===== config.mk =====
export PLATFORM = sky130hd
export DESIGN_NAME = rv_core
export DESIGN_NICKNAME = d
export VERILOG_FILES = /design/src/verilog/rv_pkg.sv /design/src/verilog/rv_fetch.sv /design/src/verilog/rv_regfile.sv /design/src/verilog/rv_decode.sv /design/src/verilog/rv_execute.sv /design/src/verilog/rv_core.sv
export VERILOG_INCLUDE_DIRS = /design/src /design/src/verilog
export SDC_FILE = /design/constraint.sdc
export NUM_CORES = 2
export LEC_CHECK = 0
export ABC_AREA = 1
export BUFFER_PORTS_ARGS = -buffer_cell sky130_fd_sc_hd__buf_2
export CAP_MARGIN = 20
export CORE_MARGIN = 10
export CORE_UTILIZATION = 55
export CTS_CLUSTER_SIZE = 25
export DETAILED_ROUTE_END_ITERATION = 16
export PLACE_DENSITY = 0.71
export SYNTH_ARGS = -nofsm -noshare
export SYNTH_HDL_FRONTEND = slang
export SYNTH_SLANG_ARGS = --single-unit

===== constraint.sdc =====
create_clock -name clk_i -period 86.2 [get_ports clk_i]
set_input_delay 8.62 -clock clk_i [delete_from_list [all_inputs] [get_ports clk_i]]
set_output_delay 8.62 -clock clk_i [all_outputs]
set_load 0.05 [all_outputs]

===== src/verilog/rv_settings.svh =====
`ifndef RV_SETTINGS_SVH
`define RV_SETTINGS_SVH

// ---------------------------------------------------------------------------
// core geometry
// ---------------------------------------------------------------------------

// data path and address width
`define RV_XLEN      32

// architectural registers, x0 included
`define RV_NREGS     32

// register index width, log2 of RV_NREGS
`define RV_REG_AW    5

// ---------------------------------------------------------------------------
// fixed values
// ---------------------------------------------------------------------------

// first fetch address after reset
`define RV_RESET_PC  32'h0000_0000

// ADDI x0,x0,0, fills flushed and reset slots
`define RV_NOP       32'h0000_0013

`endif


===== src/verilog/rv_pkg.sv =====
`default_nettype none
`include "rv_settings.svh"

package rv_pkg;

  // ---------------------------------------------------------------------------
  // encodings
  // ---------------------------------------------------------------------------

  // major opcodes, instr[6:0]
  typedef enum logic [6:0] {
    OP     = 7'b0110011, // add, sub, and, or
    OP_IMM = 7'b0010011, // addi
    LOAD   = 7'b0000011, // lw
    STORE  = 7'b0100011, // sw
    BRANCH = 7'b1100011, // beq, bne
    JAL    = 7'b1101111  // jal
  } opcode_e;

  typedef enum logic [1:0] {
    ADD = 2'b00,
    SUB = 2'b01,
    AND = 2'b10,
    OR  = 2'b11
  } alu_op_e;

  // write-back source
  typedef enum logic [1:0] {
    ALU = 2'b00, // alu result
    MEM = 2'b01, // load data
    PC4 = 2'b10  // link address
  } result_src_e;

  // ---------------------------------------------------------------------------
  // pipeline and port bundles
  // ---------------------------------------------------------------------------

  typedef struct packed {
    logic        reg_we;     // writes rd
    logic        mem_re;     // load
    logic        mem_we;     // store
    alu_op_e     alu_op;
    result_src_e result_src;
    logic        src_b_imm;  // alu b from immediate
    logic        src_a_pc;   // alu a from pc
    logic        branch;     // conditional branch
    logic        branch_ne;  // bne instead of beq
    logic        jump;       // unconditional jump
  } ctrl_t;

  typedef struct packed {
    logic                  valid;
    ctrl_t                 ctrl;
    logic [`RV_XLEN-1:0]   pc;
    logic [`RV_XLEN-1:0]   pc4;
    logic [`RV_XLEN-1:0]   rs1_data;
    logic [`RV_XLEN-1:0]   rs2_data;
    logic [`RV_XLEN-1:0]   imm;
    logic [`RV_REG_AW-1:0] rd;
  } id_ex_t;

  typedef struct packed {
    logic                  valid;
    logic                  reg_we;
    logic                  mem_re;
    logic                  mem_we;
    result_src_e           result_src;
    logic [`RV_XLEN-1:0]   alu_result; // also the memory address
    logic [`RV_XLEN-1:0]   store_data;
    logic [`RV_XLEN-1:0]   pc4;
    logic [`RV_REG_AW-1:0] rd;
  } ex_mem_t;

  typedef struct packed {
    logic                  reg_we;
    logic [`RV_REG_AW-1:0] rd;
    logic [`RV_XLEN-1:0]   result;
  } mem_wb_t;

  typedef struct packed {
    logic                re;
    logic                we;
    logic [`RV_XLEN-1:0] addr;
    logic [`RV_XLEN-1:0] wdata;
  } dmem_req_t;

endpackage : rv_pkg

`default_nettype wire


===== src/verilog/rv_fetch.sv =====
`timescale 1ns/1ps
`default_nettype none
`include "rv_settings.svh"

module rv_fetch (
  input  logic                clk_i,
  input  logic                rst_i,
  input  logic                redirect_i, // taken branch or jal in execute
  input  logic [`RV_XLEN-1:0] target_i,   // redirect address
  output logic [`RV_XLEN-1:0] pc_o        // address on the instruction port
);

  logic [`RV_XLEN-1:0] pc_q;    // current fetch address
  logic [`RV_XLEN-1:0] pc_next; // address for next cycle

  // sequential unless execute asks for a redirect
  assign pc_next = redirect_i ? target_i : pc_q + `RV_XLEN'(4);

  always_ff @(posedge clk_i, posedge rst_i)
  begin
    if (rst_i)
    begin
      pc_q <= `RV_RESET_PC; // restart vector
    end
    else
    begin
      pc_q <= pc_next;
    end
  end

  assign pc_o = pc_q;

endmodule : rv_fetch

`default_nettype wire


===== src/verilog/rv_regfile.sv =====
`timescale 1ns/1ps
`default_nettype none
`include "rv_settings.svh"

module rv_regfile (
  input  logic                  clk_i,
  input  logic                  rst_i,
  input  logic [`RV_REG_AW-1:0] rs1_i,      // read address a
  input  logic [`RV_REG_AW-1:0] rs2_i,      // read address b
  output logic [`RV_XLEN-1:0]   rs1_data_o,
  output logic [`RV_XLEN-1:0]   rs2_data_o,
  input  rv_pkg::mem_wb_t       wb_i        // write port from write-back
);

  logic [`RV_XLEN-1:0] regs_q [`RV_NREGS]; // x0 entry never written

  // x0 reads zero, a same-cycle write is passed straight through
  function automatic logic [`RV_XLEN-1:0] read_port(input logic [`RV_REG_AW-1:0] addr);
    logic [`RV_XLEN-1:0] data;
    if (addr == '0)
      data = '0;
    else if (wb_i.reg_we && (wb_i.rd == addr))
      data = wb_i.result; // write-through
    else
      data = regs_q[addr];
    return data;
  endfunction

  always_ff @(posedge clk_i, posedge rst_i)
  begin
    if (rst_i)
    begin
      for (int i = 0; i < `RV_NREGS; i++)
        regs_q[i] <= '0;
    end
    else if (wb_i.reg_we && (wb_i.rd != '0))
    begin
      regs_q[wb_i.rd] <= wb_i.result;
    end
  end

  always_comb
  begin
    rs1_data_o = read_port(rs1_i);
    rs2_data_o = read_port(rs2_i);
  end

endmodule : rv_regfile

`default_nettype wire


===== src/verilog/rv_decode.sv =====
`timescale 1ns/1ps
`default_nettype none
`include "rv_settings.svh"

module rv_decode (
  input  logic                clk_i,
  input  logic                rst_i,
  input  logic [31:0]         instr_i,  // from IF/ID
  input  logic [`RV_XLEN-1:0] pc_i,     // pc of instr_i
  input  logic                valid_i,  // IF/ID slot holds a live instruction
  input  rv_pkg::mem_wb_t     wb_i,     // register write from write-back
  output rv_pkg::id_ex_t      id_ex_o   // next ID/EX contents
);

  rv_pkg::opcode_e     opcode;
  logic [2:0]          funct3;
  logic                funct7_5;    // sub vs add
  rv_pkg::ctrl_t       ctrl;
  logic                known;       // opcode and funct in the subset
  logic [`RV_XLEN-1:0] imm;
  logic [`RV_XLEN-1:0] imm_i_type;
  logic [`RV_XLEN-1:0] imm_s_type;
  logic [`RV_XLEN-1:0] imm_b_type;
  logic [`RV_XLEN-1:0] imm_j_type;
  logic [`RV_XLEN-1:0] rs1_data;
  logic [`RV_XLEN-1:0] rs2_data;

  assign opcode   = rv_pkg::opcode_e'(instr_i[6:0]);
  assign funct3   = instr_i[14:12];
  assign funct7_5 = instr_i[30];

  // ---------------------------------------------------------------------------
  // immediates, all sign extended from instr[31]
  // ---------------------------------------------------------------------------
  assign imm_i_type = {{(`RV_XLEN-12){instr_i[31]}}, instr_i[31:20]};
  assign imm_s_type = {{(`RV_XLEN-12){instr_i[31]}}, instr_i[31:25], instr_i[11:7]};
  assign imm_b_type = {{(`RV_XLEN-13){instr_i[31]}}, instr_i[31], instr_i[7],
                       instr_i[30:25], instr_i[11:8], 1'b0};
  assign imm_j_type = {{(`RV_XLEN-21){instr_i[31]}}, instr_i[31], instr_i[19:12],
                       instr_i[20], instr_i[30:21], 1'b0};

  // ---------------------------------------------------------------------------
  // control decode
  // ---------------------------------------------------------------------------
  always_comb
  begin
    ctrl        = '0;            // bubble by default
    ctrl.alu_op = rv_pkg::ADD;
    known       = 1'b1;
    imm         = imm_i_type;
    case (opcode)
      rv_pkg::OP:
      begin
        ctrl.reg_we = 1'b1;
        case (funct3)
          3'b000:  ctrl.alu_op = funct7_5 ? rv_pkg::SUB : rv_pkg::ADD;
          3'b111:  ctrl.alu_op = rv_pkg::AND;
          3'b110:  ctrl.alu_op = rv_pkg::OR;
          default: known = 1'b0; // shifts, compares, xor dropped
        endcase
      end
      rv_pkg::OP_IMM:
      begin
        ctrl.reg_we    = 1'b1;
        ctrl.src_b_imm = 1'b1;
        known          = (funct3 == 3'b000); // addi only
      end
      rv_pkg::LOAD:
      begin
        ctrl.reg_we     = 1'b1;
        ctrl.mem_re     = 1'b1;
        ctrl.src_b_imm  = 1'b1;          // rs1 + offset
        ctrl.result_src = rv_pkg::MEM;
        known           = (funct3 == 3'b010); // word only
      end
      rv_pkg::STORE:
      begin
        ctrl.mem_we    = 1'b1;
        ctrl.src_b_imm = 1'b1;
        imm            = imm_s_type;
        known          = (funct3 == 3'b010);
      end
      rv_pkg::BRANCH:
      begin
        ctrl.branch    = 1'b1;
        ctrl.branch_ne = funct3[0];      // 000 beq, 001 bne
        imm            = imm_b_type;
        known          = (funct3[2:1] == 2'b00);
      end
      rv_pkg::JAL:
      begin
        ctrl.reg_we     = 1'b1;
        ctrl.jump       = 1'b1;
        ctrl.src_a_pc   = 1'b1;          // alu forms pc + offset
        ctrl.src_b_imm  = 1'b1;
        ctrl.result_src = rv_pkg::PC4;   // link value
        imm             = imm_j_type;
      end
      default: known = 1'b0;
    endcase
  end

  rv_regfile rv_regfile_inst (
    .clk_i      (clk_i),
    .rst_i      (rst_i),
    .rs1_i      (instr_i[19:15]),
    .rs2_i      (instr_i[24:20]),
    .rs1_data_o (rs1_data),
    .rs2_data_o (rs2_data),
    .wb_i       (wb_i)
  );

  always_comb
  begin
    id_ex_o.valid    = valid_i & known; // unknown opcode goes down as a bubble
    id_ex_o.ctrl     = known ? ctrl : '0;
    id_ex_o.pc       = pc_i;
    id_ex_o.pc4      = pc_i + `RV_XLEN'(4);
    id_ex_o.rs1_data = rs1_data;
    id_ex_o.rs2_data = rs2_data;
    id_ex_o.imm      = imm;
    id_ex_o.rd       = instr_i[11:7];
  end

endmodule : rv_decode

`default_nettype wire


===== src/verilog/rv_execute.sv =====
`timescale 1ns/1ps
`default_nettype none
`include "rv_settings.svh"

module rv_execute (
  input  rv_pkg::id_ex_t      id_ex_i,    // from ID/EX
  output rv_pkg::ex_mem_t     ex_mem_o,   // next EX/MEM contents
  output logic                redirect_o, // flush and refetch
  output logic [`RV_XLEN-1:0] target_o    // branch or jump destination
);

  logic [`RV_XLEN-1:0] src_a;
  logic [`RV_XLEN-1:0] src_b;
  logic [`RV_XLEN-1:0] alu_y;
  logic                equal;   // rs1 == rs2
  logic                taken;   // branch condition met

  // ---------------------------------------------------------------------------
  // alu
  // ---------------------------------------------------------------------------
  assign src_a = id_ex_i.ctrl.src_a_pc  ? id_ex_i.pc  : id_ex_i.rs1_data;
  assign src_b = id_ex_i.ctrl.src_b_imm ? id_ex_i.imm : id_ex_i.rs2_data;

  always_comb
  begin
    case (id_ex_i.ctrl.alu_op)
      rv_pkg::ADD: alu_y = src_a + src_b; // also address add for lw/sw
      rv_pkg::SUB: alu_y = src_a - src_b;
      rv_pkg::AND: alu_y = src_a & src_b;
      rv_pkg::OR:  alu_y = src_a | src_b;
      default:     alu_y = src_a + src_b;
    endcase
  end

  // ---------------------------------------------------------------------------
  // branch resolution
  // ---------------------------------------------------------------------------
  assign equal = (id_ex_i.rs1_data == id_ex_i.rs2_data);
  assign taken = id_ex_i.ctrl.branch & (id_ex_i.ctrl.branch_ne ? ~equal : equal);

  // only a live slot may steer fetch
  assign redirect_o = id_ex_i.valid & (taken | id_ex_i.ctrl.jump);
  assign target_o   = id_ex_i.pc + id_ex_i.imm; // b and j offsets are pc relative

  always_comb
  begin
    ex_mem_o.valid      = id_ex_i.valid;
    ex_mem_o.reg_we     = id_ex_i.ctrl.reg_we;
    ex_mem_o.mem_re     = id_ex_i.ctrl.mem_re;
    ex_mem_o.mem_we     = id_ex_i.ctrl.mem_we;
    ex_mem_o.result_src = id_ex_i.ctrl.result_src;
    ex_mem_o.alu_result = alu_y;
    ex_mem_o.store_data = id_ex_i.rs2_data; // sw data
    ex_mem_o.pc4        = id_ex_i.pc4;
    ex_mem_o.rd         = id_ex_i.rd;
  end

endmodule : rv_execute

`default_nettype wire


===== src/verilog/rv_core.sv =====
`timescale 1ns/1ps
`default_nettype none
`include "rv_settings.svh"

module rv_core (
  input  logic                clk_i,
  input  logic                rst_i,
  // instruction port, data valid in the same cycle
  output logic [`RV_XLEN-1:0] imem_addr_o,
  input  logic [31:0]         imem_data_i,
  // data port, read data valid in the same cycle as re
  output rv_pkg::dmem_req_t   dmem_req_o,
  input  logic [`RV_XLEN-1:0] dmem_rdata_i
);

  logic [`RV_XLEN-1:0] pc;            // fetch address
  logic                ex_redirect;   // taken branch or jal in execute
  logic [`RV_XLEN-1:0] ex_target;

  logic [31:0]         if_id_instr_q; // IF/ID
  logic [`RV_XLEN-1:0] if_id_pc_q;
  logic                if_id_valid_q;

  rv_pkg::id_ex_t      id_ex_d;
  rv_pkg::id_ex_t      id_ex_q;
  rv_pkg::ex_mem_t     ex_mem_d;
  rv_pkg::ex_mem_t     ex_mem_q;
  rv_pkg::mem_wb_t     mem_wb_d;
  rv_pkg::mem_wb_t     mem_wb_q;
  logic [`RV_XLEN-1:0] wb_result;     // selected write-back value

  // ---------------------------------------------------------------------------
  // fetch
  // ---------------------------------------------------------------------------
  rv_fetch rv_fetch_inst (
    .clk_i      (clk_i),
    .rst_i      (rst_i),
    .redirect_i (ex_redirect),
    .target_i   (ex_target),
    .pc_o       (pc)
  );

  assign imem_addr_o = pc;

  // IF/ID, slot killed on redirect
  always_ff @(posedge clk_i, posedge rst_i)
  begin
    if (rst_i)
    begin
      if_id_instr_q <= `RV_NOP;
      if_id_pc_q    <= `RV_RESET_PC;
      if_id_valid_q <= 1'b0;
    end
    else
    begin
      if_id_instr_q <= ex_redirect ? `RV_NOP : imem_data_i;
      if_id_pc_q    <= pc;
      if_id_valid_q <= ~ex_redirect;
    end
  end

  // ---------------------------------------------------------------------------
  // decode
  // ---------------------------------------------------------------------------
  rv_decode rv_decode_inst (
    .clk_i   (clk_i),
    .rst_i   (rst_i),
    .instr_i (if_id_instr_q),
    .pc_i    (if_id_pc_q),
    .valid_i (if_id_valid_q),
    .wb_i    (mem_wb_q),      // register write lands in the write-back cycle
    .id_ex_o (id_ex_d)
  );

  // ID/EX, second bubble of a flush
  always_ff @(posedge clk_i, posedge rst_i)
  begin
    if (rst_i)
    begin
      id_ex_q <= '0;
    end
    else
    begin
      id_ex_q       <= id_ex_d;
      id_ex_q.valid <= id_ex_d.valid & ~ex_redirect;
    end
  end

  // ---------------------------------------------------------------------------
  // execute
  // ---------------------------------------------------------------------------
  rv_execute rv_execute_inst (
    .id_ex_i    (id_ex_q),
    .ex_mem_o   (ex_mem_d),
    .redirect_o (ex_redirect),
    .target_o   (ex_target)
  );

  // EX/MEM, the branch itself keeps going
  always_ff @(posedge clk_i, posedge rst_i)
  begin
    if (rst_i)
      ex_mem_q <= '0;
    else
      ex_mem_q <= ex_mem_d;
  end

  // ---------------------------------------------------------------------------
  // memory, loads and stores both issue here
  // ---------------------------------------------------------------------------
  always_comb
  begin
    dmem_req_o.re    = ex_mem_q.valid & ex_mem_q.mem_re;
    dmem_req_o.we    = ex_mem_q.valid & ex_mem_q.mem_we; // written at the next edge
    dmem_req_o.addr  = ex_mem_q.alu_result;
    dmem_req_o.wdata = ex_mem_q.store_data;
  end

  // write-back select ahead of MEM/WB
  always_comb
  begin
    case (ex_mem_q.result_src)
      rv_pkg::MEM: wb_result = dmem_rdata_i;  // lw
      rv_pkg::PC4: wb_result = ex_mem_q.pc4;  // jal link
      default:     wb_result = ex_mem_q.alu_result;
    endcase
  end

  assign mem_wb_d.reg_we = ex_mem_q.valid & ex_mem_q.reg_we;
  assign mem_wb_d.rd     = ex_mem_q.rd;
  assign mem_wb_d.result = wb_result;

  // MEM/WB, drives the register file write port
  always_ff @(posedge clk_i, posedge rst_i)
  begin
    if (rst_i)
      mem_wb_q <= '0;
    else
      mem_wb_q <= mem_wb_d;
  end

endmodule : rv_core

`default_nettype wire


==> results.ini <==
[routing]
drc = 0
viasPerCell = 6.412
wl_um = 295800
dr.first_iter.drc_count = 11110
drt-pass1-iter-count = 6
ant_nets = 0
wl_per_cell_um = 25.86
num_vias = 73330

[sta]
setup_ws_ns = 73.43
worst_slew_pin_slew_ns = 1.259
max_slew_margin_pct = 16.06
rsz0062_at_grt = no
slew_violations = 0
max_clock_freq_mhz = 78.30
period_minus_slack_ns = 12.77
setup_viol = 0
skew_ns = 0.03903
holdWs_ns = 0.3225
period_share_pct = 14.82
setup-tns-final_ns = 0
hold_violations = 0

[cells_and_area]
drive_gt1_share_pct = 6.972
nNetsFinal = 9653
areaGrowthSynthToFinish_pct = 8.002
fill_cells = 12560

[synthesis]
yosysSeqAreaShare_pct = 47.05
syn_area_um2 = 76070
synth_fp_nets = 10060
synthDistinctLibCells = 55
synth-main-ff-cell = dfrtp_1
synth_edf_count = 0
synthArstFlopShare_pct = 100.0
syn_area_per_cell_um2 = 7.670
syn-instance-count = 9918
ys_ff_latch = 1430
ys_warn_count = 0

[global_routing]
grt_pass1_vias = 67660
grt_remaining_overflow = 0
grtUsageTotal_pct = 37.54
grt_max_degree = 178
grt_first_pass_wirelength_um = 437200
antenna_found_initial = 14

[power_and_ir_drop]
vdd_drop_max_mv = 0.02281
p_per_area_nw_per_um2 = 21.36
leakage_nw = 36.60

[floorplanning]
die_h_um = 391.9
ios = 164
start_util_pct = 55.33
rows = 136
core-area_um2 = 137500
die-width_um = 391.9
die_area_um2 = 153600

[setup_path]
worstSetupPathType = in2async
worstPathArrival_ns = 13.50
path_max_fanout = 177
worstSetupEndpointType = asynchronous set/reset pin
worstSetupStartpointType = input port
required_ns = 86.93

[run_status]
status = complete, no violations

[clocking]
cts_root_buffer = clkbuf_16
htreeDepth = 4
cts_sinks = 1430
hold_buffers = 0
cts_tree = done
cts-buffers-inserted = 155
clock_latency_ns = 0.83
clkTransAtPathRegs_ns = 0.07
clockBufferDepth = 3
cts_resized = 0
post-cts-setup-buffer-count = 0

[run]
drv_cap = 0

[placed_design]
place_hpwl_um = 177100
port_buffers = 163
gp_congestion = 1.010
pre_cts_ws_ns = 72.44

[hold_path]
min-delay-path-class = reg2reg

[report_power, final]
part | switching [mW] | internal, mW | leakage [nW]
clock | 0.290 | 0.397 | 2.58
sequential | 0.0506 | 0.697 | 19.4
combinational | 0.250 | 0.0692 | 14.6
total | 0.591 | 1.16 | 36.6
[per-layer routing]
metal / vias to the layer above / global-route usage (%) / part of all wire (%)
li1: 32500 / - / -
met3: 1011 / 11.04 / 13
met1: 34880 / 51.77 / 39
met5: - / 0 / 0.048
met4: 20 / 21.80 / 6.6
met2: 4915 / 52.23 / 41
[logic make-up (layout without fill, tap and decap cells)]
group | after synthesis | count (layout) | share of synthesized area, %
buf+inv | 1657 | 1378 | 8.732
mux | 6 | 6 | 0.07895
simple gates | 3327 | 3327 | 18.46
compound gates | 3301 | 3301 | 23.04
other cells | 0 | 4 | 0
fa+ha+maj | 71 | 71 | 1.188
xor+xnor | 126 | 126 | 1.451
flops | 1430 | 1430 | 47.05
[critical path: stages]
cell	delay (ns)
buf_2	0.13
inv_8	0.57
buf_4	0.68
buf_4	0.71
buf_4	0.85
buf_12	0.72
buf_4	0.86
[placed cells by master (no fill, tap or decap), types with 12 or more instances in the layout]
cell type and instances:
clkbuf_1 29, xor2_1 69, o22ai_1 12, buf_2 163
clkbuf_8 37, inv_1 770, nor2_1 358, nand2_1 1863
xnor2_1 57, nor3_1 39, inv_2 16, a21boi_0 31
o21ai_1 70, nand2_2 29, buf_12 14, nand4_1 32
o21ai_0 1822, or2_2 28, clkinv_2 26, ha_1 69
o211ai_1 312, dfrtp_1 1416, clkbuf_16 158, a21oi_1 1005
buf_4 124, nand3_1 929
[final cells by class]
cell class              instances  area [um2]  share of cell area (%)
diodes                          4       10.01                 0.01218
clock buffers                 224        4572                   5.565
clock inverters                56       659.4                  0.8026
inverters                     794        3009                   3.663
multi-input cells            6831       33750                   41.08
flip-flops and latches       1430       35820                   43.60
well taps                    1794        2245                   2.732
repair buffers                304        2090                   2.543
[path summary, 6_finish.rpt]
check                                                                          to  slack [ns]                             start  cells past startpoint
setup / recovery                                           id_ex_q[177]$_DFF_PP0_       73.43                             rst_i                      7
hold / removal                                              ex_mem_q[2]$_DFF_PP0_        0.32              id_ex_q[2]$_DFF_PP0_                      0
setup reg to reg                                            id_ex_q[88]$_DFF_PP0_       81.28       if_id_instr_q[15]$_DFF_PP0_                     10
hold reg to reg                                             ex_mem_q[2]$_DFF_PP0_        0.32              id_ex_q[2]$_DFF_PP0_                      0
max in group clk_i                                                imem_addr_o[12]       75.92  rv_fetch_inst.pc_o[12]$_DFF_PP0_                      1
min in group asynchronous  rv_decode_inst.rv_regfile_inst.regs_q[984]$_DFFE_PP0P_        7.98                             rst_i                      2
[flip-flops by register name, summed over array words and instances, names as in the netlist]
signal,cells
rv_decode_inst.rv_regfile_inst.regs_q,1024
id_ex_q,164
dmem_req_o,64
ex_mem_q,43
mem_wb_q,38
if_id_instr_q,32
if_id_pc_q,32
rv_fetch_inst.pc_o,32
if_id_valid_q,1
[per-stage QoR]
stage                     instance area, um2  cells  util, %  total power, mW
after floorplan                        76070   9918        -           0.9496
after global placement                 76780  11150    55.85            1.065
after detailed placement               76830  11150    55.88            1.065
after CTS                              82060  11430    59.69            1.746
after global routing                   82150  11430    59.75            1.808
final                                  82160  11440    59.75            1.755
[cell usage after synthesis (2+ instances only)]
cell type | count | area, um2
and2_1 | 5 | 31.28
nor3_2 | 7 | 70.07
o21ai_1 | 70 | 350.3
buf_4 | 67 | 503.0
nand4_1 | 32 | 200.2
a21o_1 | 9 | 67.56
buf_1 | 73 | 274.0
dfstp_2 | 3 | 78.83
clkinv_1 | 2 | 7.510
o311ai_0 | 2 | 17.52
nand2_1 | 1890 | 7094
o22ai_1 | 12 | 75.07
clkbuf_1 | 596 | 2237
buf_6 | 2 | 22.52
nand3_1 | 931 | 4659
or2_2 | 28 | 175.2
dfrtp_1 | 1427 | 35710
inv_1 | 777 | 2917
buf_2 | 125 | 625.6
o2111ai_1 | 4 | 35.03
xnor2_1 | 57 | 499.2
ha_1 | 69 | 863.3
nor3_1 | 39 | 195.2
inv_2 | 15 | 56.30
nor2_2 | 6 | 37.54
xor2_1 | 69 | 604.3
a21boi_0 | 31 | 232.7
o21a_1 | 4 | 30.03
mux2i_1 | 6 | 60.06
o21bai_1 | 8 | 60.06
o211ai_1 | 312 | 2342
o31ai_1 | 4 | 30.03
o21ai_0 | 1822 | 9119
a21oi_1 | 1005 | 5030
a31oi_1 | 7 | 43.79
nand3b_1 | 10 | 75.07
nor2_4 | 2 | 22.52
a221oi_1 | 4 | 35.03
nor2_1 | 360 | 1351
nor4_1 | 9 | 56.30
fa_1 | 2 | 40.04
nand2_2 | 2 | 12.51
(Power assumes the default switching activity.)
